### config.mk
export PLATFORM = sky130hd
export DESIGN_NAME = regf_port_arbiter_flat
export DESIGN_NICKNAME = d
export VERILOG_FILES = /design/src/design/i3c_regf_pkg.sv /design/src/design/regf_port_if.sv /design/src/design/regf_port_arbiter.sv /design/src/flat_wrapper.sv
export SDC_FILE = /design/constraint.sdc
export NUM_CORES = 1
export LEC_CHECK = 0
export BUFFER_PORTS_ARGS = -buffer_cell sky130_fd_sc_hd__buf_2
export CELL_PAD_IN_SITES_DETAIL_PLACEMENT = 1
export CELL_PAD_IN_SITES_GLOBAL_PLACEMENT = 1
export CORE_MARGIN = 2
export CORE_UTILIZATION = 26
export CTS_BUF_LIST = sky130_fd_sc_hd__clkbuf_16
export DETAILED_ROUTE_END_ITERATION = 7
export PLACE_DENSITY_LB_ADDON = 0.1
export SLEW_MARGIN = 20
export SYNTH_ARGS = -nofsm -noshare
export SYNTH_HDL_FRONTEND = slang
export SYNTH_SLANG_ARGS = --single-unit
### constraint.sdc
create_clock -name i_regf_clk -period 2.7 [get_ports i_regf_clk]
set_input_delay 0.135 -clock i_regf_clk [delete_from_list [all_inputs] [get_ports i_regf_clk]]
set_output_delay 0.135 -clock i_regf_clk [all_outputs]
set_load 0.01 [all_outputs]
### src/design/i3c_regf_pkg.sv
// Register file geometry, register map, reset image values and FSM state types
package i3c_regf_pkg;

  // ========================================
  // Array geometry
  // ========================================
  localparam int REGF_WIDTH  = 8;     // Bits per entry
  localparam int REGF_DEPTH  = 1024;  // Number of entries
  localparam int REGF_ADDR_W = 10;    // Entry index width

  // ========================================
  // Register map
  // ========================================
  localparam logic [REGF_ADDR_W-1:0] ADDR_TARGET        = 10'd0;    // Bit 0 is RnW
  localparam logic [REGF_ADDR_W-1:0] ADDR_NUM_FRAMES    = 10'd1;
  localparam logic [REGF_ADDR_W-1:0] ADDR_DATA_BASE     = 10'd2;    // First SDR data byte
  localparam logic [REGF_ADDR_W-1:0] ADDR_TGTS_COUNT    = 10'd35;
  localparam logic [REGF_ADDR_W-1:0] ADDR_BDCST_WR      = 10'd46;   // 7E broadcast
  localparam logic [REGF_ADDR_W-1:0] ADDR_ARBITRATION   = 10'd48;
  localparam logic [REGF_ADDR_W-1:0] ADDR_ENTDAA_CCC    = 10'd49;
  localparam logic [REGF_ADDR_W-1:0] ADDR_IBI_CFG       = 10'd101;
  localparam logic [REGF_ADDR_W-1:0] ADDR_IBI_PAYLOAD   = 10'd102;
  localparam logic [REGF_ADDR_W-1:0] ADDR_DISEC_DIR_CCC = 10'd103;
  localparam logic [REGF_ADDR_W-1:0] ADDR_CRHDLY        = 10'd383;
  localparam logic [REGF_ADDR_W-1:0] ADDR_CRCAPS2       = 10'd386;
  localparam logic [REGF_ADDR_W-1:0] ADDR_GETSTATUS_CCC = 10'd387;
  localparam logic [REGF_ADDR_W-1:0] ADDR_PRECR         = 10'd388;
  localparam logic [REGF_ADDR_W-1:0] ADDR_GETSTATUS_LSB = 10'd390;
  localparam logic [REGF_ADDR_W-1:0] ADDR_ENEC_BYTE     = 10'd402;
  localparam logic [REGF_ADDR_W-1:0] ADDR_DISEC_BYTE    = 10'd404;
  localparam logic [REGF_ADDR_W-1:0] ADDR_HJ_CFG        = 10'd405;
  localparam logic [REGF_ADDR_W-1:0] ADDR_CRH_CFG       = 10'd407;
  localparam logic [REGF_ADDR_W-1:0] ADDR_CRCAP1        = 10'd409;

  // ========================================
  // Reset image
  // ========================================
  localparam logic [REGF_WIDTH-1:0] RST_TARGET        = 8'hA8;  // Address 54, write
  localparam logic [REGF_WIDTH-1:0] RST_NUM_FRAMES    = 8'h02;
  localparam logic [REGF_WIDTH-1:0] RST_DATA0         = 8'h01;
  localparam logic [REGF_WIDTH-1:0] RST_DATA1         = 8'h02;
  localparam logic [REGF_WIDTH-1:0] RST_DATA2         = 8'h06;
  localparam logic [REGF_WIDTH-1:0] RST_TGTS_COUNT    = 8'h02;
  localparam logic [REGF_WIDTH-1:0] RST_BDCST_WR      = 8'hFD;
  localparam logic [REGF_WIDTH-1:0] RST_ARBITRATION   = 8'h53;
  localparam logic [REGF_WIDTH-1:0] RST_ENTDAA        = 8'h07;  // CCC code
  localparam logic [REGF_WIDTH-1:0] RST_IBI_CFG       = 8'h01;  // ACK with MDB
  localparam logic [REGF_WIDTH-1:0] RST_IBI_PAYLOAD   = 8'h03;
  localparam logic [REGF_WIDTH-1:0] RST_DISEC_DIR     = 8'h81;  // CCC code
  localparam logic [REGF_WIDTH-1:0] RST_CRHDLY        = 8'h02;
  localparam logic [REGF_WIDTH-1:0] RST_CRCAPS2       = 8'h02;
  localparam logic [REGF_WIDTH-1:0] RST_GETSTATUS     = 8'h90;  // CCC code
  localparam logic [REGF_WIDTH-1:0] RST_PRECR         = 8'h02;
  localparam logic [REGF_WIDTH-1:0] RST_GETSTATUS_LSB = 8'h02;
  localparam logic [REGF_WIDTH-1:0] RST_ENEC          = 8'h0B;  // ENINT, ENCR, ENHJ
  localparam logic [REGF_WIDTH-1:0] RST_DISEC         = 8'h00;
  localparam logic [REGF_WIDTH-1:0] RST_HJ_CFG        = 8'h07;
  localparam logic [REGF_WIDTH-1:0] RST_CRH_CFG       = 8'h01;
  localparam logic [REGF_WIDTH-1:0] RST_CRCAP1        = 8'h00;

  localparam int HJ_BIT         = 3;  // ENHJ / DISHJ defining bit
  localparam int HJ_ENABLE_BIT  = 1;  // In HJ_CFG
  localparam int HJ_SUPPORT_BIT = 0;  // In CRCAP1

  // State types
  typedef enum logic [2:0] {FS_IDLE, FS_RD_TARGET, FS_RD_DATA, FS_WAIT_DATA, FS_SEND, FS_DONE}
    fetch_state_e;
  typedef enum logic [1:0] {AS_IDLE, AS_REQ, AS_RESP} apb_state_e;

endpackage

### src/design/regf_port_if.sv
// Single register file access port with requester and file modports
`timescale 1ns/1ps

interface regf_port_if;
  import i3c_regf_pkg::*;

  logic                   rd_en;     // Read request, data next cycle
  logic                   wr_en;     // Write request, takes effect at edge
  logic [REGF_ADDR_W-1:0] addr;      // Entry index
  logic [REGF_WIDTH-1:0]  wdata;
  logic [REGF_WIDTH-1:0]  rdata;     // Holds until next read
  logic                   host_gnt;  // Request passed this cycle

  modport requester (
    output rd_en, wr_en, addr, wdata,
    input  rdata, host_gnt
  );

  modport file (
    input  rd_en, wr_en, addr, wdata,
    output rdata, host_gnt
  );

endinterface

### src/design/regf_port_arbiter.sv
// Fixed-priority sharing of the register file port with read-data return routing
`timescale 1ns/1ps

module regf_port_arbiter (
  input  logic           i_regf_clk,
  input  logic           i_regf_rst_n,
  regf_port_if.file      fetch_port,
  regf_port_if.file      host_port,
  regf_port_if.requester file_port
);
  import i3c_regf_pkg::*;

  logic                  fetch_live;
  logic                  host_live;
  logic                  fetch_rd_q;   // Fetcher owned last read
  logic                  host_rd_q;    // Host owned last read
  logic [REGF_WIDTH-1:0] fetch_hold;
  logic [REGF_WIDTH-1:0] host_hold;

  assign fetch_live = fetch_port.rd_en | fetch_port.wr_en;
  assign host_live  = host_port.rd_en | host_port.wr_en;

  assign fetch_port.host_gnt = fetch_live;  // Fetcher always wins
  assign host_port.host_gnt  = host_live & ~fetch_live;

  // Request mux
  assign file_port.rd_en = fetch_live ? fetch_port.rd_en : host_port.rd_en;
  assign file_port.wr_en = fetch_live ? fetch_port.wr_en : host_port.wr_en;
  assign file_port.addr  = fetch_live ? fetch_port.addr  : host_port.addr;
  assign file_port.wdata = fetch_live ? fetch_port.wdata : host_port.wdata;

  always_ff @(posedge i_regf_clk or negedge i_regf_rst_n)
  begin
    if (!i_regf_rst_n)
    begin
      fetch_rd_q <= 1'b0;
      host_rd_q  <= 1'b0;
    end
    else
    begin
      fetch_rd_q <= fetch_port.rd_en;
      host_rd_q  <= host_port.rd_en & ~fetch_live;
    end
  end

  // Each side keeps its last read until it reads again
  always_ff @(posedge i_regf_clk)
  begin
    fetch_hold <= fetch_port.rdata;
    host_hold  <= host_port.rdata;
  end

  assign fetch_port.rdata = fetch_rd_q ? file_port.rdata : fetch_hold;
  assign host_port.rdata  = host_rd_q  ? file_port.rdata : host_hold;

endmodule

### src/flat_wrapper.sv
// flat-port wrapper written by rule: the top's interface ports become plain ports
module regf_port_arbiter_flat import i3c_regf_pkg::*;
  (i_regf_clk, i_regf_rst_n, fetch_port_rd_en, fetch_port_wr_en, fetch_port_addr, fetch_port_wdata, fetch_port_rdata, fetch_port_host_gnt, host_port_rd_en, host_port_wr_en, host_port_addr, host_port_wdata, host_port_rdata, host_port_host_gnt, file_port_rd_en, file_port_wr_en, file_port_addr, file_port_wdata, file_port_rdata, file_port_host_gnt);
  regf_port_if fetch_port_i ();
  regf_port_if host_port_i ();
  regf_port_if file_port_i ();
  input  logic i_regf_clk;
  input  logic i_regf_rst_n;
  input wire logic [$bits(fetch_port_i.rd_en)-1:0] fetch_port_rd_en;
  input wire logic [$bits(fetch_port_i.wr_en)-1:0] fetch_port_wr_en;
  input wire logic [$bits(fetch_port_i.addr)-1:0] fetch_port_addr;
  input wire logic [$bits(fetch_port_i.wdata)-1:0] fetch_port_wdata;
  output wire logic [$bits(fetch_port_i.rdata)-1:0] fetch_port_rdata;
  output wire logic [$bits(fetch_port_i.host_gnt)-1:0] fetch_port_host_gnt;
  input wire logic [$bits(host_port_i.rd_en)-1:0] host_port_rd_en;
  input wire logic [$bits(host_port_i.wr_en)-1:0] host_port_wr_en;
  input wire logic [$bits(host_port_i.addr)-1:0] host_port_addr;
  input wire logic [$bits(host_port_i.wdata)-1:0] host_port_wdata;
  output wire logic [$bits(host_port_i.rdata)-1:0] host_port_rdata;
  output wire logic [$bits(host_port_i.host_gnt)-1:0] host_port_host_gnt;
  output wire logic [$bits(file_port_i.rd_en)-1:0] file_port_rd_en;
  output wire logic [$bits(file_port_i.wr_en)-1:0] file_port_wr_en;
  output wire logic [$bits(file_port_i.addr)-1:0] file_port_addr;
  output wire logic [$bits(file_port_i.wdata)-1:0] file_port_wdata;
  input wire logic [$bits(file_port_i.rdata)-1:0] file_port_rdata;
  input wire logic [$bits(file_port_i.host_gnt)-1:0] file_port_host_gnt;
  assign fetch_port_i.rd_en = fetch_port_rd_en;
  assign fetch_port_i.wr_en = fetch_port_wr_en;
  assign fetch_port_i.addr = fetch_port_addr;
  assign fetch_port_i.wdata = fetch_port_wdata;
  assign fetch_port_rdata = fetch_port_i.rdata;
  assign fetch_port_host_gnt = fetch_port_i.host_gnt;
  assign host_port_i.rd_en = host_port_rd_en;
  assign host_port_i.wr_en = host_port_wr_en;
  assign host_port_i.addr = host_port_addr;
  assign host_port_i.wdata = host_port_wdata;
  assign host_port_rdata = host_port_i.rdata;
  assign host_port_host_gnt = host_port_i.host_gnt;
  assign file_port_rd_en = file_port_i.rd_en;
  assign file_port_wr_en = file_port_i.wr_en;
  assign file_port_addr = file_port_i.addr;
  assign file_port_wdata = file_port_i.wdata;
  assign file_port_i.rdata = file_port_rdata;
  assign file_port_i.host_gnt = file_port_host_gnt;
  regf_port_arbiter u_core (.i_regf_clk(i_regf_clk), .i_regf_rst_n(i_regf_rst_n), .fetch_port(fetch_port_i), .host_port(host_port_i), .file_port(file_port_i));
endmodule
* Word-level counts from Yosys, hierarchy flattened
Cells that the tools add are included.
Operators by class: add/sub/neg operators 0, multiply operators 0, div/mod/pow operators 0, magnitude comparators 0, equality and inequality tests 0, shifts and indexed selects 0, mux-type cells 6, bitwise operators 5, reductions and logical operators 0
Operators by type and width (number):
- 2-to-1 mux 8 bit | 3
- 2-to-1 mux 10 bit | 1
- AND 1 bit | 2
- 2-to-1 mux 1 bit | 2
- bitwise OR 1 bit | 2
- NOT 1 bit | 1
Word-level totals: bits in registers 18, latch bits 0, RAM bits 0, ROM bits 0, bits of input ports 51, memories 0

* Logic depth before layout (Yosys ltp)
word-level depth 3, mapped depth 3

* Worst setup path before layout
Ideal clock, no wire load.
kind reg2reg, start reg u_core.fetch_rd_q, end reg u_core.fetch_hold[0], library setup time 0.134 ns, arrival time 0.845 ns, data required time 2.566 ns, path slack 1.720 ns, cell stages (with the launch flop) 3, path buffers 1, period minus slack after synthesis 0.980 ns, cells stage by stage dfrtp_1 > buf_2 > mux2_2
Between the ends: longest elaborated chain between the ends 1
Ends and longest elaborated chain:
- start, declared | RTL line regf_port_arbiter.sv:15 | logic fetch_rd_q;
- start signal, assigned | RTL line regf_port_arbiter.sv:41 | fetch_rd_q <= fetch_port.rd_en;
- 2-to-1 mux 8 bit | RTL line regf_port_arbiter.sv:53 | assign fetch_port.rdata = fetch_rd_q ? file_port.rdata : fetch_hold;
- net fetch_port_rdata[0] | RTL line flat_wrapper.sv:13 | output wire logic [$bits(fetch_port_i.rdata)-1:0] fetch_port_rdata;
- end signal, assigned | RTL line regf_port_arbiter.sv:49 | fetch_hold <= fetch_port.rdata;
- end, declared | RTL line regf_port_arbiter.sv:17 | logic [REGF_WIDTH-1:0] fetch_hold;
The timed path passes the listed nets, and every way through them passes these cells.

* Worst setup path after layout
start reg u_core.host_rd_q, end out host_port_rdata[1]
Between the ends: longest elaborated chain between the ends 1
Ends and longest elaborated chain:
- start, declared | RTL line regf_port_arbiter.sv:16 | logic host_rd_q;
- start signal, assigned | RTL line regf_port_arbiter.sv:42 | host_rd_q <= host_port.rd_en & ~fetch_live;
- 2-to-1 mux 8 bit | RTL line regf_port_arbiter.sv:54 | assign host_port.rdata = host_rd_q ? file_port.rdata : host_hold;
- end, declared | RTL line flat_wrapper.sv:19 | output wire logic [$bits(host_port_i.rdata)-1:0] host_port_rdata;
No other way between the ends.

==> qor.txt <==
Power per cell area: 566.0 nW/um^2
Clock skew: 0.001900 ns
Share of cells above drive strength 1: 82.35%
Number of synthesized register bits: 18
RSZ-0062 raised after global routing: no
Final setup violation count: 0
Fmax: 0.6838 GHz
Avg Cell Area, Syn: 14.00 sq um
Critical path launch point type: flop
IO Count: 89
DP HPWL: 2138 um
H-tree Lvls: 1
Layout overhead on the synthesized area: 62.15%
Critical path class: flop to primary output
Min-delay worst type: primary input to flop
Slew Limit Fails: 0
GR Layer Usage met1: 14.08%
N_diodes: 0
WHS Path Cells: 1
Final Cycle Share: 54.17%
WP data arrival: 1.33 ns
Tmin final: 1.462 ns
Placer congestion estimate: 0.6353
First-pass DRT Iterations: 2
HP Start: fetch_port_rd_en
CTS Hold Buffers Added: 1
Vias post-DR: 832
Status: finished clean
Synth Instances: 64
Die Y: 62.70 um
Placed cell count: 194
Total track usage: 13.02%
Worst slew pin tran: 0.3629 ns
Largest net degree at the start of global routing: 21
Final wirelength: 2466 um
Hold-critical path endpoint: u_core.fetch_rd_q
GR Overflow Total: 0
Sequential area share after synthesis: 41.34%
Die X: 62.70 um
Final #Nets: 205
Worst Reg-to-Reg Cells: 1
Vias/cell: 4.181
Reg2reg setup slack: 1.64 ns
Max FO, Critical Path: 8
Starting density of the core: 27.06%
Synth Warn #: 0
CTS tree: done
Clock root cell: clkbuf_16
Core Rows: 21
CP required: 2.57 ns
Setup TNS: 0 ns
Syn_nets: 115
Met2 Track Usage GR: 23.52%
First DRT Iteration DRCs: 8
Drt drc: 0
Core area: 3311 sq um
Vias in the first global route: 896
Max clock buf depth: 2
Top Usage Layer GRT: met2
Clk slew on worst S/H paths: 0.05 ns
Final Hold Fails: 0
MaxCap Viol Count: 0
Clock Latency Late Sink: 0.24 ns
Routed Antenna Nets: 0
Mapped cell area: 895.9 sq um
CTS Buf Count: 3
DR WL/cell: 12.39 um
Fillers: 416
VDD IR max: 0.2008 mV
Post-CTS Setup Inserts: 0
Final core occ: 43.88%
Initial antenna violation count: 0
Die area: 3931 sq um
R2r endpoint: u_core.host_hold[0]
Worst slew margin: 75.81%
First-pass GRT wire length: 4071 um
Leak Pwr: 0.0007726 uW
Netlist cell types: 13
IO buf count: 87
Clock Sinks: 18
Worst setup EP type: primary output
Worst setup path start: u_core.host_rd_q
Non-filler instance count after layout: 199
Cts repair resizes: 0
GRT met3 Usage: 4.144%
Worst reg2reg startpoint: u_core.host_rd_q
==> layout make-up <==
| cell class | count | area (sq um) | share of cell area (%) |
|---|---|---|---|
| multi-input cells | 40 | 485.5 | 33.42 |
| inverters | 2 | 7.507 | 0.5168 |
| clock inverters | 1 | 3.754 | 0.2584 |
| repair buffers | 89 | 452.9 | 31.18 |
| well taps | 46 | 57.56 | 3.962 |
| flip-flops and latches | 18 | 370.4 | 25.50 |
| clock buffers | 3 | 75.07 | 5.168 |
==> per-layer routing <==
layer | routed length [um] | up-vias | share of wire [%]
met1 | 847 | 375 | 34
li1 | - | 400 | -
met4 | 28 | 0 | 1.1
met5 | 0 | - | 0
met3 | 276 | 2 | 11
met2 | 1313 | 55 | 53
==> stage by stage <==
stage / setup WS [ns] / hold WS [ns] / area, sq um / power, uW
6_report: 1.238 / 0.05602 / 1453 / 822.2
2_1_floorplan: 1.720 / -0.1606 / 895.9 / 444.4
3_5_place_dp: 1.391 / -0.07458 / 1364 / 548.8
4_1_cts: 1.207 / 0.04965 / 1453 / 838.7
5_1_grt: 1.181 / 0.05663 / 1453 / 876.3
3_3_place_gp: 1.411 / -0.07986 / 1364 / 539.7
==> cell usage after synthesis, drive strengths merged <==
cell / n / area share (%)
nor2: 2 / 1.1
dfxtp: 16 / 36
nand2: 1 / 0.42
inv: 2 / 0.84
o21a: 1 / 0.84
mux2: 34 / 50
a21o: 1 / 0.84
nand2b: 1 / 0.70
dfrtp: 2 / 5.6
buf: 4 / 3.6
==> logic make-up (layout without fill, tap and decap cells) <==
logic type	count (synthesis)	count (layout)	share of synthesized area (%)
mux	34	34	50.28
simple gates	4	4	2.235
compound gates	2	2	1.677
buf+inv	6	95	4.469
flops	18	18	41.34
==> critical path, cell delays in order (launching register included) <==
cell,delay [ns]
dfrtp_1,0.55
mux2_2,0.39
buf_2,0.14
==> power breakdown <==
part	switching, uW	internal (uW)	total (uW)	leakage [uW]
Sequential	12.1	304	316	0.000160
Clock	87.2	196	283	0.0000385
Combinational	94.5	128	223	0.000574
Total	194	628	822	0.000773
==> sequential cells by signal, summed over array words and instances (netlist names) <==
name,count
u_core.fetch_hold,8
u_core.host_hold,8
u_core.host_rd_q,1
u_core.fetch_rd_q,1
==> how the worst max path moves through the flow <==
| stage | depth (start not counted) | slack (ns) | end |
|---|---|---|---|
| after floorplan | 2 | 1.72 | fetch_port_rdata[0] |
| after global placement | 5 | 1.41 | file_port_addr[9] |
| after detailed placement | 5 | 1.39 | file_port_addr[9] |
| after CTS | 2 | 1.21 | host_port_rdata[3] |
| after global routing | 2 | 1.18 | fetch_port_rdata[3] |
| final | 2 | 1.24 | host_port_rdata[1] |
==> cells in the final DEF (no fill, tap or decap), drive strengths merged <==
master | synthesis | routed
dfxtp | 16 | 16
nor2 | 2 | 2
inv | 2 | 2
mux2 | 34 | 34
clkinv | 0 | 1
dfrtp | 2 | 2
buf | 4 | 88
o21a | 1 | 1
nand2 | 1 | 1
dlygate4sd3 | 0 | 1
clkbuf | 0 | 3
a21o | 1 | 1
nand2b | 1 | 1
(Power assumes the default switching activity.)
