[src/design/i3c_regf_pkg.sv]
// Register file geometry, register map, reset image values and FSM state types
package i3c_regf_pkg;

  // ========================================
  // Array geometry
  // ========================================
  localparam int REGF_WIDTH  = 8;     // Bits per entry
  localparam int REGF_DEPTH  = 1024;  // Number of entries
  localparam int REGF_ADDR_W = 10;    // Entry index width

  // ========================================
  // Register map
  // ========================================
  localparam logic [REGF_ADDR_W-1:0] ADDR_TARGET        = 10'd0;    // Bit 0 is RnW
  localparam logic [REGF_ADDR_W-1:0] ADDR_NUM_FRAMES    = 10'd1;
  localparam logic [REGF_ADDR_W-1:0] ADDR_DATA_BASE     = 10'd2;    // First SDR data byte
  localparam logic [REGF_ADDR_W-1:0] ADDR_TGTS_COUNT    = 10'd35;
  localparam logic [REGF_ADDR_W-1:0] ADDR_BDCST_WR      = 10'd46;   // 7E broadcast
  localparam logic [REGF_ADDR_W-1:0] ADDR_ARBITRATION   = 10'd48;
  localparam logic [REGF_ADDR_W-1:0] ADDR_ENTDAA_CCC    = 10'd49;
  localparam logic [REGF_ADDR_W-1:0] ADDR_IBI_CFG       = 10'd101;
  localparam logic [REGF_ADDR_W-1:0] ADDR_IBI_PAYLOAD   = 10'd102;
  localparam logic [REGF_ADDR_W-1:0] ADDR_DISEC_DIR_CCC = 10'd103;
  localparam logic [REGF_ADDR_W-1:0] ADDR_CRHDLY        = 10'd383;
  localparam logic [REGF_ADDR_W-1:0] ADDR_CRCAPS2       = 10'd386;
  localparam logic [REGF_ADDR_W-1:0] ADDR_GETSTATUS_CCC = 10'd387;
  localparam logic [REGF_ADDR_W-1:0] ADDR_PRECR         = 10'd388;
  localparam logic [REGF_ADDR_W-1:0] ADDR_GETSTATUS_LSB = 10'd390;
  localparam logic [REGF_ADDR_W-1:0] ADDR_ENEC_BYTE     = 10'd402;
  localparam logic [REGF_ADDR_W-1:0] ADDR_DISEC_BYTE    = 10'd404;
  localparam logic [REGF_ADDR_W-1:0] ADDR_HJ_CFG        = 10'd405;
  localparam logic [REGF_ADDR_W-1:0] ADDR_CRH_CFG       = 10'd407;
  localparam logic [REGF_ADDR_W-1:0] ADDR_CRCAP1        = 10'd409;

  // ========================================
  // Reset image
  // ========================================
  localparam logic [REGF_WIDTH-1:0] RST_TARGET        = 8'hA8;  // Address 54, write
  localparam logic [REGF_WIDTH-1:0] RST_NUM_FRAMES    = 8'h02;
  localparam logic [REGF_WIDTH-1:0] RST_DATA0         = 8'h01;
  localparam logic [REGF_WIDTH-1:0] RST_DATA1         = 8'h02;
  localparam logic [REGF_WIDTH-1:0] RST_DATA2         = 8'h06;
  localparam logic [REGF_WIDTH-1:0] RST_TGTS_COUNT    = 8'h02;
  localparam logic [REGF_WIDTH-1:0] RST_BDCST_WR      = 8'hFD;
  localparam logic [REGF_WIDTH-1:0] RST_ARBITRATION   = 8'h53;
  localparam logic [REGF_WIDTH-1:0] RST_ENTDAA        = 8'h07;  // CCC code
  localparam logic [REGF_WIDTH-1:0] RST_IBI_CFG       = 8'h01;  // ACK with MDB
  localparam logic [REGF_WIDTH-1:0] RST_IBI_PAYLOAD   = 8'h03;
  localparam logic [REGF_WIDTH-1:0] RST_DISEC_DIR     = 8'h81;  // CCC code
  localparam logic [REGF_WIDTH-1:0] RST_CRHDLY        = 8'h02;
  localparam logic [REGF_WIDTH-1:0] RST_CRCAPS2       = 8'h02;
  localparam logic [REGF_WIDTH-1:0] RST_GETSTATUS     = 8'h90;  // CCC code
  localparam logic [REGF_WIDTH-1:0] RST_PRECR         = 8'h02;
  localparam logic [REGF_WIDTH-1:0] RST_GETSTATUS_LSB = 8'h02;
  localparam logic [REGF_WIDTH-1:0] RST_ENEC          = 8'h0B;  // ENINT, ENCR, ENHJ
  localparam logic [REGF_WIDTH-1:0] RST_DISEC         = 8'h00;
  localparam logic [REGF_WIDTH-1:0] RST_HJ_CFG        = 8'h07;
  localparam logic [REGF_WIDTH-1:0] RST_CRH_CFG       = 8'h01;
  localparam logic [REGF_WIDTH-1:0] RST_CRCAP1        = 8'h00;

  localparam int HJ_BIT         = 3;  // ENHJ / DISHJ defining bit
  localparam int HJ_ENABLE_BIT  = 1;  // In HJ_CFG
  localparam int HJ_SUPPORT_BIT = 0;  // In CRCAP1

  // State types
  typedef enum logic [2:0] {FS_IDLE, FS_RD_TARGET, FS_RD_DATA, FS_WAIT_DATA, FS_SEND, FS_DONE}
    fetch_state_e;
  typedef enum logic [1:0] {AS_IDLE, AS_REQ, AS_RESP} apb_state_e;

endpackage

[src/design/regf_port_if.sv]
// Single register file access port with requester and file modports
`timescale 1ns/1ps

interface regf_port_if;
  import i3c_regf_pkg::*;

  logic                   rd_en;     // Read request, data next cycle
  logic                   wr_en;     // Write request, takes effect at edge
  logic [REGF_ADDR_W-1:0] addr;      // Entry index
  logic [REGF_WIDTH-1:0]  wdata;
  logic [REGF_WIDTH-1:0]  rdata;     // Holds until next read
  logic                   host_gnt;  // Request passed this cycle

  modport requester (
    output rd_en, wr_en, addr, wdata,
    input  rdata, host_gnt
  );

  modport file (
    input  rd_en, wr_en, addr, wdata,
    output rdata, host_gnt
  );

endinterface

[src/design/apb_regf_bridge.sv]
// APB completer issuing register file port requests
`timescale 1ns/1ps

module apb_regf_bridge (
  input  logic                                 i_regf_clk,
  input  logic                                 i_regf_rst_n,
  input  logic                                 i_psel,
  input  logic                                 i_penable,
  input  logic                                 i_pwrite,
  input  logic [i3c_regf_pkg::REGF_ADDR_W-1:0] i_paddr,
  input  logic [i3c_regf_pkg::REGF_WIDTH-1:0]  i_pwdata,
  output logic [i3c_regf_pkg::REGF_WIDTH-1:0]  o_prdata,
  output logic                                 o_pready,
  output logic                                 o_pslverr,
  regf_port_if.requester                       port
);
  import i3c_regf_pkg::*;

  apb_state_e state_q;
  apb_state_e state_d;

  // Request is held through the access phase until granted
  assign port.rd_en = (state_q == AS_REQ) & ~i_pwrite;
  assign port.wr_en = (state_q == AS_REQ) & i_pwrite;
  assign port.addr  = i_paddr;
  assign port.wdata = i_pwdata;

  assign o_pready  = (state_q == AS_RESP);                  // One-cycle completion
  assign o_prdata  = (o_pready && !i_pwrite) ? port.rdata : '0;
  assign o_pslverr = 1'b0;                                  // No error responses

  always_comb
  begin
    state_d = state_q;
    case (state_q)
      AS_IDLE: if (i_psel && !i_penable) state_d = AS_REQ;  // Setup phase seen
      AS_REQ:  if (port.host_gnt)        state_d = AS_RESP;
      AS_RESP:                           state_d = AS_IDLE;
      default:                           state_d = AS_IDLE;
    endcase
  end

  always_ff @(posedge i_regf_clk or negedge i_regf_rst_n)
  begin
    if (!i_regf_rst_n)
      state_q <= AS_IDLE;
    else
      state_q <= state_d;
  end

endmodule

[src/flat_wrapper.sv]
// flat-port wrapper written by rule: the top's interface ports become plain ports
module apb_regf_bridge_flat import i3c_regf_pkg::*;
  (i_regf_clk, i_regf_rst_n, i_psel, i_penable, i_pwrite, i_paddr, i_pwdata, o_prdata, o_pready, o_pslverr, port_rd_en, port_wr_en, port_addr, port_wdata, port_rdata, port_host_gnt);
  regf_port_if port_i ();
  input  logic i_regf_clk;
  input  logic i_regf_rst_n;
  input  logic i_psel;
  input  logic i_penable;
  input  logic i_pwrite;
  input  logic [i3c_regf_pkg::REGF_ADDR_W-1:0] i_paddr;
  input  logic [i3c_regf_pkg::REGF_WIDTH-1:0] i_pwdata;
  output logic [i3c_regf_pkg::REGF_WIDTH-1:0] o_prdata;
  output logic o_pready;
  output logic o_pslverr;
  output wire logic [$bits(port_i.rd_en)-1:0] port_rd_en;
  output wire logic [$bits(port_i.wr_en)-1:0] port_wr_en;
  output wire logic [$bits(port_i.addr)-1:0] port_addr;
  output wire logic [$bits(port_i.wdata)-1:0] port_wdata;
  input wire logic [$bits(port_i.rdata)-1:0] port_rdata;
  input wire logic [$bits(port_i.host_gnt)-1:0] port_host_gnt;
  assign port_rd_en = port_i.rd_en;
  assign port_wr_en = port_i.wr_en;
  assign port_addr = port_i.addr;
  assign port_wdata = port_i.wdata;
  assign port_i.rdata = port_rdata;
  assign port_i.host_gnt = port_host_gnt;
  apb_regf_bridge u_core (.i_regf_clk(i_regf_clk), .i_regf_rst_n(i_regf_rst_n), .i_psel(i_psel), .i_penable(i_penable), .i_pwrite(i_pwrite), .i_paddr(i_paddr), .i_pwdata(i_pwdata), .o_prdata(o_prdata), .o_pready(o_pready), .o_pslverr(o_pslverr), .port(port_i));
endmodule
[config.mk]
export PLATFORM = sky130hd
export DESIGN_NAME = apb_regf_bridge_flat
export DESIGN_NICKNAME = d
export VERILOG_FILES = /design/src/design/i3c_regf_pkg.sv /design/src/design/regf_port_if.sv /design/src/design/apb_regf_bridge.sv /design/src/flat_wrapper.sv
export SDC_FILE = /design/constraint.sdc
export NUM_CORES = 1
export LEC_CHECK = 0
export BUFFER_PORTS_ARGS = -buffer_cell sky130_fd_sc_hd__buf_2
export CAP_MARGIN = 10
export CORE_AREA = 2 2 39 41
export CTS_BUF_LIST = sky130_fd_sc_hd__clkbuf_2
export DETAILED_ROUTE_END_ITERATION = 7
export DIE_AREA = 0 0 41 43
export HOLD_SLACK_MARGIN = 0.03
export PLACE_DENSITY = 0.76
export SYNTH_ARGS = -nofsm -noshare
export SYNTH_HDL_FRONTEND = slang
export SYNTH_SLANG_ARGS = --single-unit
export TNS_END_PERCENT = 1
[constraint.sdc]
create_clock -name i_regf_clk -period 2 [get_ports i_regf_clk]
set_input_delay 0.3 -clock i_regf_clk [delete_from_list [all_inputs] [get_ports i_regf_clk]]
set_output_delay 0.3 -clock i_regf_clk [all_outputs]
set_load 0.01 [all_outputs]
* Word-level counts from Yosys, hierarchy flattened
Cells that the tools add are included.
Word-level totals: ROM bits 0, output and inout port bits 30, memories 0, flip-flop bits (word level) 2, bits in latches 0, word-level logic and storage cells 18, bits in writable memories 0
Cells by class: reductions and logical operators 6, div/mod/pow operators 0, shifts and indexed selects 0, $add $sub $neg 0, $lt $le $gt $ge 0, bitwise operators 3, $mul 0, equality and inequality tests 4, mux-type cells 4
Operators by type and width (number):
- 8-bit 2-to-1 mux | 1
- 2-bit 2-to-1 mux | 2
- 2-bit case mux with 2 select lines | 1
- 1-bit bitwise AND | 2
- 2-bit by 1-bit equality test with 1-bit output (second input constant) | 1
- 2-bit equality test (second input constant) | 1
- 1-bit logical AND | 2
- 1-bit zero test | 2
- 2-bit zero test | 1
- 2-bit by 1-bit != test with 1-bit output (second input constant) | 1
- 2-bit != test (second input constant) | 1
- 2-bit AND reduction | 1
- 1-bit NOT | 1

* Logic depth before layout (Yosys ltp)
Gate-level depths: netlist of run 1.
depth in word-level cells 4, gate-level depth with buffers 2, mapped depth without buffers 2

* Worst setup path after synthesis of run 1
OpenSTA, ideal clock, no wires.
path kind register to output, start register u_core.state_q[0], end output port o_prdata[0] (netlist bit), path slack 0.826 ns, path buffers 0, stages on the path, launching flop included 3, arrival 0.874 ns, path through dfrtp_1 > nor3b_2 > and2_1
On the way: longest elaborated chain between the ends 3
Ends and longest elaborated chain:
- start, declared | RTL line apb_regf_bridge.sv:19 | apb_state_e state_q;
- start signal, assigned | RTL line apb_regf_bridge.sv:48 | state_q <= state_d;
- 2-bit equality test | RTL line apb_regf_bridge.sv:28 | assign o_pready = (state_q == AS_RESP);
- 1-bit logical AND | RTL line apb_regf_bridge.sv:29 | assign o_prdata = (o_pready && !i_pwrite) ? port.rdata : '0;
- 8-bit 2-to-1 mux | RTL line apb_regf_bridge.sv:29
- end, declared | RTL line flat_wrapper.sv:12 | output logic [i3c_regf_pkg::REGF_WIDTH-1:0] o_prdata;
Every way passes these cells.

* Worst setup path after layout of run 1
start register u_core.state_q[0], end output port o_prdata[4] (netlist bit)
Same word-level chain as after synthesis.

==> results of run 1 <==
==> worst min-delay path by stage <==
stage                        from                       endpoint  cells after the start
finish              port_host_gnt  u_core.state_q[0]$_DFFE_PN0P_                      2
detailed placement   i_regf_rst_n  u_core.state_q[0]$_DFFE_PN0P_                      1
global route        port_host_gnt  u_core.state_q[0]$_DFFE_PN0P_                      2
CTS                 port_host_gnt  u_core.state_q[0]$_DFFE_PN0P_                      2
global placement     i_regf_rst_n  u_core.state_q[1]$_DFFE_PN0P_                      1
floorplan            i_regf_rst_n  u_core.state_q[0]$_DFFE_PN0P_                      0
==> what timing repair did <==
action	in CTS	in global routing
hold buffers	1	0
hold endpoints to repair	2	0
setup buffers	0	0
resized for setup	0	0
==> critical path: cells and delay by family (launching register included) <==
kind	cells	cell delay, ns
flops	1	0.40
buf+inv	1	0.12
simple gates	2	0.52
==> cell families after synthesis <==
| logic type | Yosys count | share of synthesized area, % |
|---|---|---|
| compound gates | 1 | 1.64 |
| buf+inv | 21 | 49.2 |
| flops | 2 | 16.4 |
| other cells | 1 | 1.23 |
| simple gates | 15 | 31.6 |
==> metal layers <==
| layer | share of wire (%) | track usage [%] | routed length (µm) |
|---|---|---|---|
| met5 | 0 | 0 | 0 |
| met4 | 0.63 | 11.3 | 4 |
| met3 | 14 | 4.19 | 88 |
| met2 | 53 | 12.2 | 332 |
| met1 | 33 | 5.75 | 206 |
==> through the flow <==
stage,power (µW),util (%)
final,159,23.7
after global routing,176,23.7
after CTS,166,23.7
after detailed placement,93.8,21.9
after global placement,92.7,21.9
after floorplan,108,-
==> power breakdown <==
group | leakage (µW) | internal [µW] | switching, µW
Combinational | 0.000172 | 23.6 | 20.5
Sequential | 0.0000263 | 45.3 | 4.78
Clock | 0.0000125 | 39.9 | 24.8
Total | 0.000211 | 109 | 50.1
==> final cells by class <==
| type | instances | area [µm²] | share of cell area (%) |
|---|---|---|---|
| timing repair buffer | 25 | 130 | 39.7 |
| multi-input combinational | 17 | 105 | 32.1 |
| sequential | 2 | 50.0 | 15.3 |
| tap | 16 | 20.0 | 6.11 |
| clock buffer | 3 | 15.0 | 4.58 |
| inverter | 2 | 7.51 | 2.29 |
==> cells in the final DEF, fill, tap and decap left out <==
cell type	Yosys	final
nor3b_2	1	1
buf_2	0	24
nor2b_1	1	1
o21ai_0	1	1
inv_1	2	2
dfrtp_1	2	2
nand2b_1	1	1
or4b_1	1	1
conb_1	1	1
clkbuf_2	0	3
nor2_1	3	3
and2_1	8	8
dlygate4sd3_1	0	1
==> reports/metrics.cfg, run 1 <==
[routing]
drtIter0Drc=2
wl_per_cell_um=9.71
drt-total-wl_um=631
vias_per_cell=3.83
dr.pass1.iters=2
drc=0
drtAntennaViolNets=0
vias=249

[final_layout]
largestRegisters=u_core.state_q (2)
fill_cells=162
drive_gt1_share_pct=57.1
fin_cells=65
fin_nets=83
largest_reg_flops=2
regMostFlops=u_core.state_q
design_area_um2=328
syn_to_final_growth_pct=7.38
n_antenna_cell=0

[synthesis]
ys_ff_latch=2
ys_async_sr_fraction_pct=100
syn-cell-area_um2=305
synth_top_area_share_pct=46.7
synth_warnings=0
yosysTopAreaCell=buf_4
ys_dominant_reg_cell=dfrtp_1
synth_commonest_cells=buf_4, and2_1, nor2_1
synth-edff-count=0
yosysMostFrequentCell=buf_4
synth_cells=40
ys_seq_area_share_pct=16.4
synth.avg_cell_area_um2=7.63
synthTopCellsByArea=buf_4, and2_1, dfrtp_1
ys_types=11
syn_nets=72

[worst_setup_path]
startpoint=u_core.state_q[0]$_DFFE_PN0P_
worst-r2r-setup-slack_ns=0.92
r2r_cells=2
r2r_start=u_core.state_q[0]$_DFFE_PN0P_
crit_path_end=o_prdata[4]
cp-start-kind=flip-flop
cp.arrival_ns=1.24
r2r_end=u_core.state_q[0]$_DFFE_PN0P_
cp-end-kind=output port
crit_type=flip-flop to output port
worst_ep_required_time_ns=1.70
cpMaxStageDelayCell=dfrtp_1
crit_chain=nor3b_2 -> and2_1 -> buf_2
critical_path.max_fanout=8
slowest_delay_ns=0.40

[placement]
port_buffers=24
dp.cells=61
placed_cell_area_um2=303
place_hpwl_um=521
routabilityCongestion=0.556
place_ws_ns=0.649

[clocking]
clock_path_buffers=2
cts-buffers-inserted=3
insertion_delay_ns=0.20
clk_pin_slew_ns=0.03
numClockSinks=2
tritoncts=built
clockRootBuffer=clkbuf_2
cts_max_level=1

[die]
row_count=14
dieArea_um2=1760
num_io_pins=62
die_w_um=41
fp.dieH_um=43
initial_core_util_pct=22.1
coreArea_um2=1380

[timing]
setup_viol=0
post-route-min-period_ns=1.54
hold_violations=0
final_max_slew_viol_count=0
period_share_pct=77.2
hold_ws_ns=0.309
worst_slack_ns=0.456
rsz0062_at_grt=no
max_freq_mhz=648
skew_ns=0.00594
setup_tns_ns=0

[global_route]
grt_pass1_vias=243
grt_max_degree=9
grtUsageTotal_pct=8.22
grt_remaining_overflow=0
antenna_found_initial=0
grt_pass1_wl_um=890

[pwr]
vdd_drop_max_v=0.000257
power.leakage_uw=0.000211
p_per_area_nw_per_um2=485

[worst_hold_path]
hp-class=primary input to flip-flop

[outcome]
status=finished clean

[job]
max_cap_viol_count=0

(Power assumes the default switching activity.)
==> run 2: changes to the inputs <==
Settings changed: ABC_AREA set to 1, PLACE_DENSITY 0.76 to 0.78.
Clock period 2 ns to 1.5 ns, I/O delays scaled along.
==> run 2 against run 1 <==
Sequential share of layout area decreased by 1.1 points; cell count increased by 22%; wire length decreased by 2.5%; power increased by 40%; critical path type unchanged; largest power group unchanged.
==> reports/metrics.cfg, run 2 <==
[global_route]
met1_usage_pct=3.83  ; -1.9 points
grt_max_degree=9  ; unchanged
grt_busiest_layer=met2
antenna_found_initial=0  ; unchanged
use_met3_pct=7.33  ; +3.1 points
grtUsageTotal_pct=7.21  ; -1.0 points
grt_pass1_wl_um=793  ; -11%
use_met2_pct=11.9  ; -0.31 points
grt_remaining_overflow=0  ; unchanged
grt_pass1_vias=246  ; +1.2%

[clocking]
cts_max_level=1  ; unchanged
numClockSinks=2  ; unchanged
cts-buffers-inserted=3  ; unchanged
cts_setup_buffers=0  ; unchanged
tritoncts=built
clock_path_buffers=2  ; unchanged
insertion_delay_ns=0.19  ; about the same
clockRootBuffer=clkbuf_2
cts_resized=0  ; unchanged
clk_pin_slew_ns=0.03  ; about the same

[final_layout]
final_cell_mix=buf_2, nor2_1, inv_1
multi_input_area_um2=90.1  ; -14%
drive_gt1_share_pct=46.0  ; -11 points
largestRegisters=u_core.state_q (2)
fill_cells=156  ; -3.7%
fin_nets=97  ; +17%
n_antenna_cell=0  ; unchanged
largest_reg_flops=2  ; unchanged
syn_to_final_growth_pct=6.79
regArea_um2=50.0  ; unchanged
regMostFlops=u_core.state_q
final_common_cell=buf_2

[timing]
skew_ns=0.00158  ; -0.00436 ns
setup_viol=0  ; unchanged
post-route-min-period_ns=1.23
period_share_pct=82.3
hold_violations=0  ; unchanged
setup_tns_ns=0  ; unchanged
final_max_slew_viol_count=0  ; unchanged
max_freq_mhz=810
worst_slack_ns=0.266  ; -0.190 ns
rsz0062_at_grt=no

[worst_setup_path]
cp.arrival_ns=1.01  ; -0.23 ns
worst_ep_required_time_ns=1.27  ; -0.43 ns
crit_type=flip-flop to output port
cp-start-kind=flip-flop
worst-r2r-setup-slack_ns=0.75  ; -0.17 ns
r2r_cells=3  ; +1
r2r_start=u_core.state_q[1]$_DFFE_PN0P_
critical_path.max_fanout=3  ; -5
cp-end-kind=output port
r2r_end=u_core.state_q[1]$_DFFE_PN0P_

[synthesis]
synth_top_area_share_pct=43.0  ; -3.7 points
yosysMostFrequentCell=buf_4
synth_warnings=0  ; unchanged
synth.avg_cell_area_um2=6.14  ; -20%
syn-cell-area_um2=332  ; +8.6%
synth-edff-count=0  ; unchanged
synth_top_family_by_area=buffers and inverters
synth_mux_area_share_pct=0  ; unchanged
ys_seq_area_share_pct=15.1  ; -1.3 points
synthSimpleGateAreaFrac_pct=26.0  ; -5.5 points
syn_nets=86  ; +19%
ys_async_sr_fraction_pct=100  ; unchanged
synth_commonest_cells=buf_4, nor2_1, inv_1
yosysTopAreaCell=buf_4
synth_compound_area_share_pct=0  ; -1.6 points
ys_types=9  ; -2
synth_cells=54  ; +35%
ys_dominant_reg_cell=dfrtp_1
synth_fa_ha_area_share_pct=0  ; unchanged
ys_ff_latch=2  ; unchanged
synth_xor_area_share_pct=0  ; unchanged
synthTopCellsByArea=buf_4, nor2_1, dfrtp_1

[die]
fp.dieH_um=43  ; unchanged
die_w_um=41  ; unchanged
coreArea_um2=1380  ; unchanged
dieArea_um2=1760  ; unchanged
num_io_pins=62  ; unchanged
row_count=14  ; unchanged
initial_core_util_pct=24.0  ; +1.9 points

[outcome]
status=finished clean

[worst_hold_path]
hp-class=primary input to flip-flop
min_to=u_core.state_q[1]$_DFFE_PN0P_
holdPathStages=3  ; +1
min-delay-start=port_host_gnt

[placement]
place_hpwl_um=541  ; +3.8%
routabilityCongestion=0.673  ; +21%
port_buffers=24  ; unchanged
place_ws_ns=0.457  ; -0.192 ns

[routing]
drtIter0Drc=1  ; -1
dr.pass1.iters=4  ; +2
wl_per_cell_um=7.78  ; -20%
vias_per_cell=3.81  ; -0.54%
drt-total-wl_um=615  ; -2.5%
drc=0  ; unchanged
vias=301  ; +21%
drtAntennaViolNets=0  ; unchanged

[pwr]
p_per_area_nw_per_um2=628  ; +29%
vdd_drop_max_v=0.000256  ; -0.63%
power.leakage_uw=0.000262  ; +24%

[job]
max_cap_viol_count=0  ; unchanged

[run 2: cell count changes after synthesis, sizes merged]
cell / change
nand3: +2
nor2: +11
or4b: -1
o21ai: -1
inv: +11
nand2: +3
nor3b: -1
and2: -8
nand2b: -1
nor2b: -1
[run 2: final cells by class]
class	instances	share of cell area, %
multi-input combinational	20	25.4
sequential	2	14.1
timing repair buffer	25	36.7
tap	16	5.65
inverter	13	13.8
clock buffer	3	4.24
[run 2: worst max path at each step]
stage | startpoint | cells after the start | endpoint | slack, ns
floorplan | u_core.state_q[0]$_DFFE_PN0P_ | 3 | o_prdata[0] | 0.54
global placement | u_core.state_q[0]$_DFFE_PN0P_ | 4 | o_prdata[0] | 0.48
detailed placement | u_core.state_q[0]$_DFFE_PN0P_ | 4 | o_prdata[7] | 0.46
CTS | u_core.state_q[0]$_DFFE_PN0P_ | 4 | o_prdata[7] | 0.24
global route | u_core.state_q[0]$_DFFE_PN0P_ | 4 | o_prdata[4] | 0.15
finish | u_core.state_q[1]$_DFFE_PN0P_ | 4 | port_rd_en | 0.27
[run 2: cell families (layout without fill, tap and decap cells)]
logic type    count (synthesis)  after routing
buf+inv                      32             41
simple gates                 19             19
flops                         2              2
other cells                   1              1
[run 2: routing by layer]
layer	vias up	wire (µm)
met5	-	0
met4	0	14
met3	4	125
met2	26	291
met1	122	182
li1	149	-
[run 2: what timing repair did]
item	in CTS	in global routing
hold buffers	1	0
endpoints found under the hold margin	2	0
endpoints found under the setup margin	0	0
[run 2: stage by stage]
| stage | instance area, µm² | std cells | power, µW | util, % | hold WS, ns |
|---|---|---|---|---|---|
| 4_1_cts | 354 | 79 | 233 | 25.6 | 0.259 |
| 3_5_place_dp | 329 | 75 | 139 | 23.8 | 0.0133 |
| 2_1_floorplan | 332 | 54 | 157 | - | -0.0706 |
| 6_report | 354 | 79 | 222 | 25.6 | 0.278 |
| 3_3_place_gp | 329 | 75 | 138 | 23.8 | 0.0106 |
| 5_1_grt | 354 | 79 | 245 | 25.6 | 0.290 |
[run 2: power breakdown]
group | internal [µW] | switching, µW
logic | 33.1 | 38.4
registers | 60.5 | 7.68
clock network | 53.1 | 29.5
total | 147 | 75.6
[run 2: worst max-delay path, stage by stage (launching register included)]
cell and delay (ns):
dfrtp_1 0.40, inv_1 0.10, nand2_1 0.08, nor2_1 0.09, buf_2 0.14
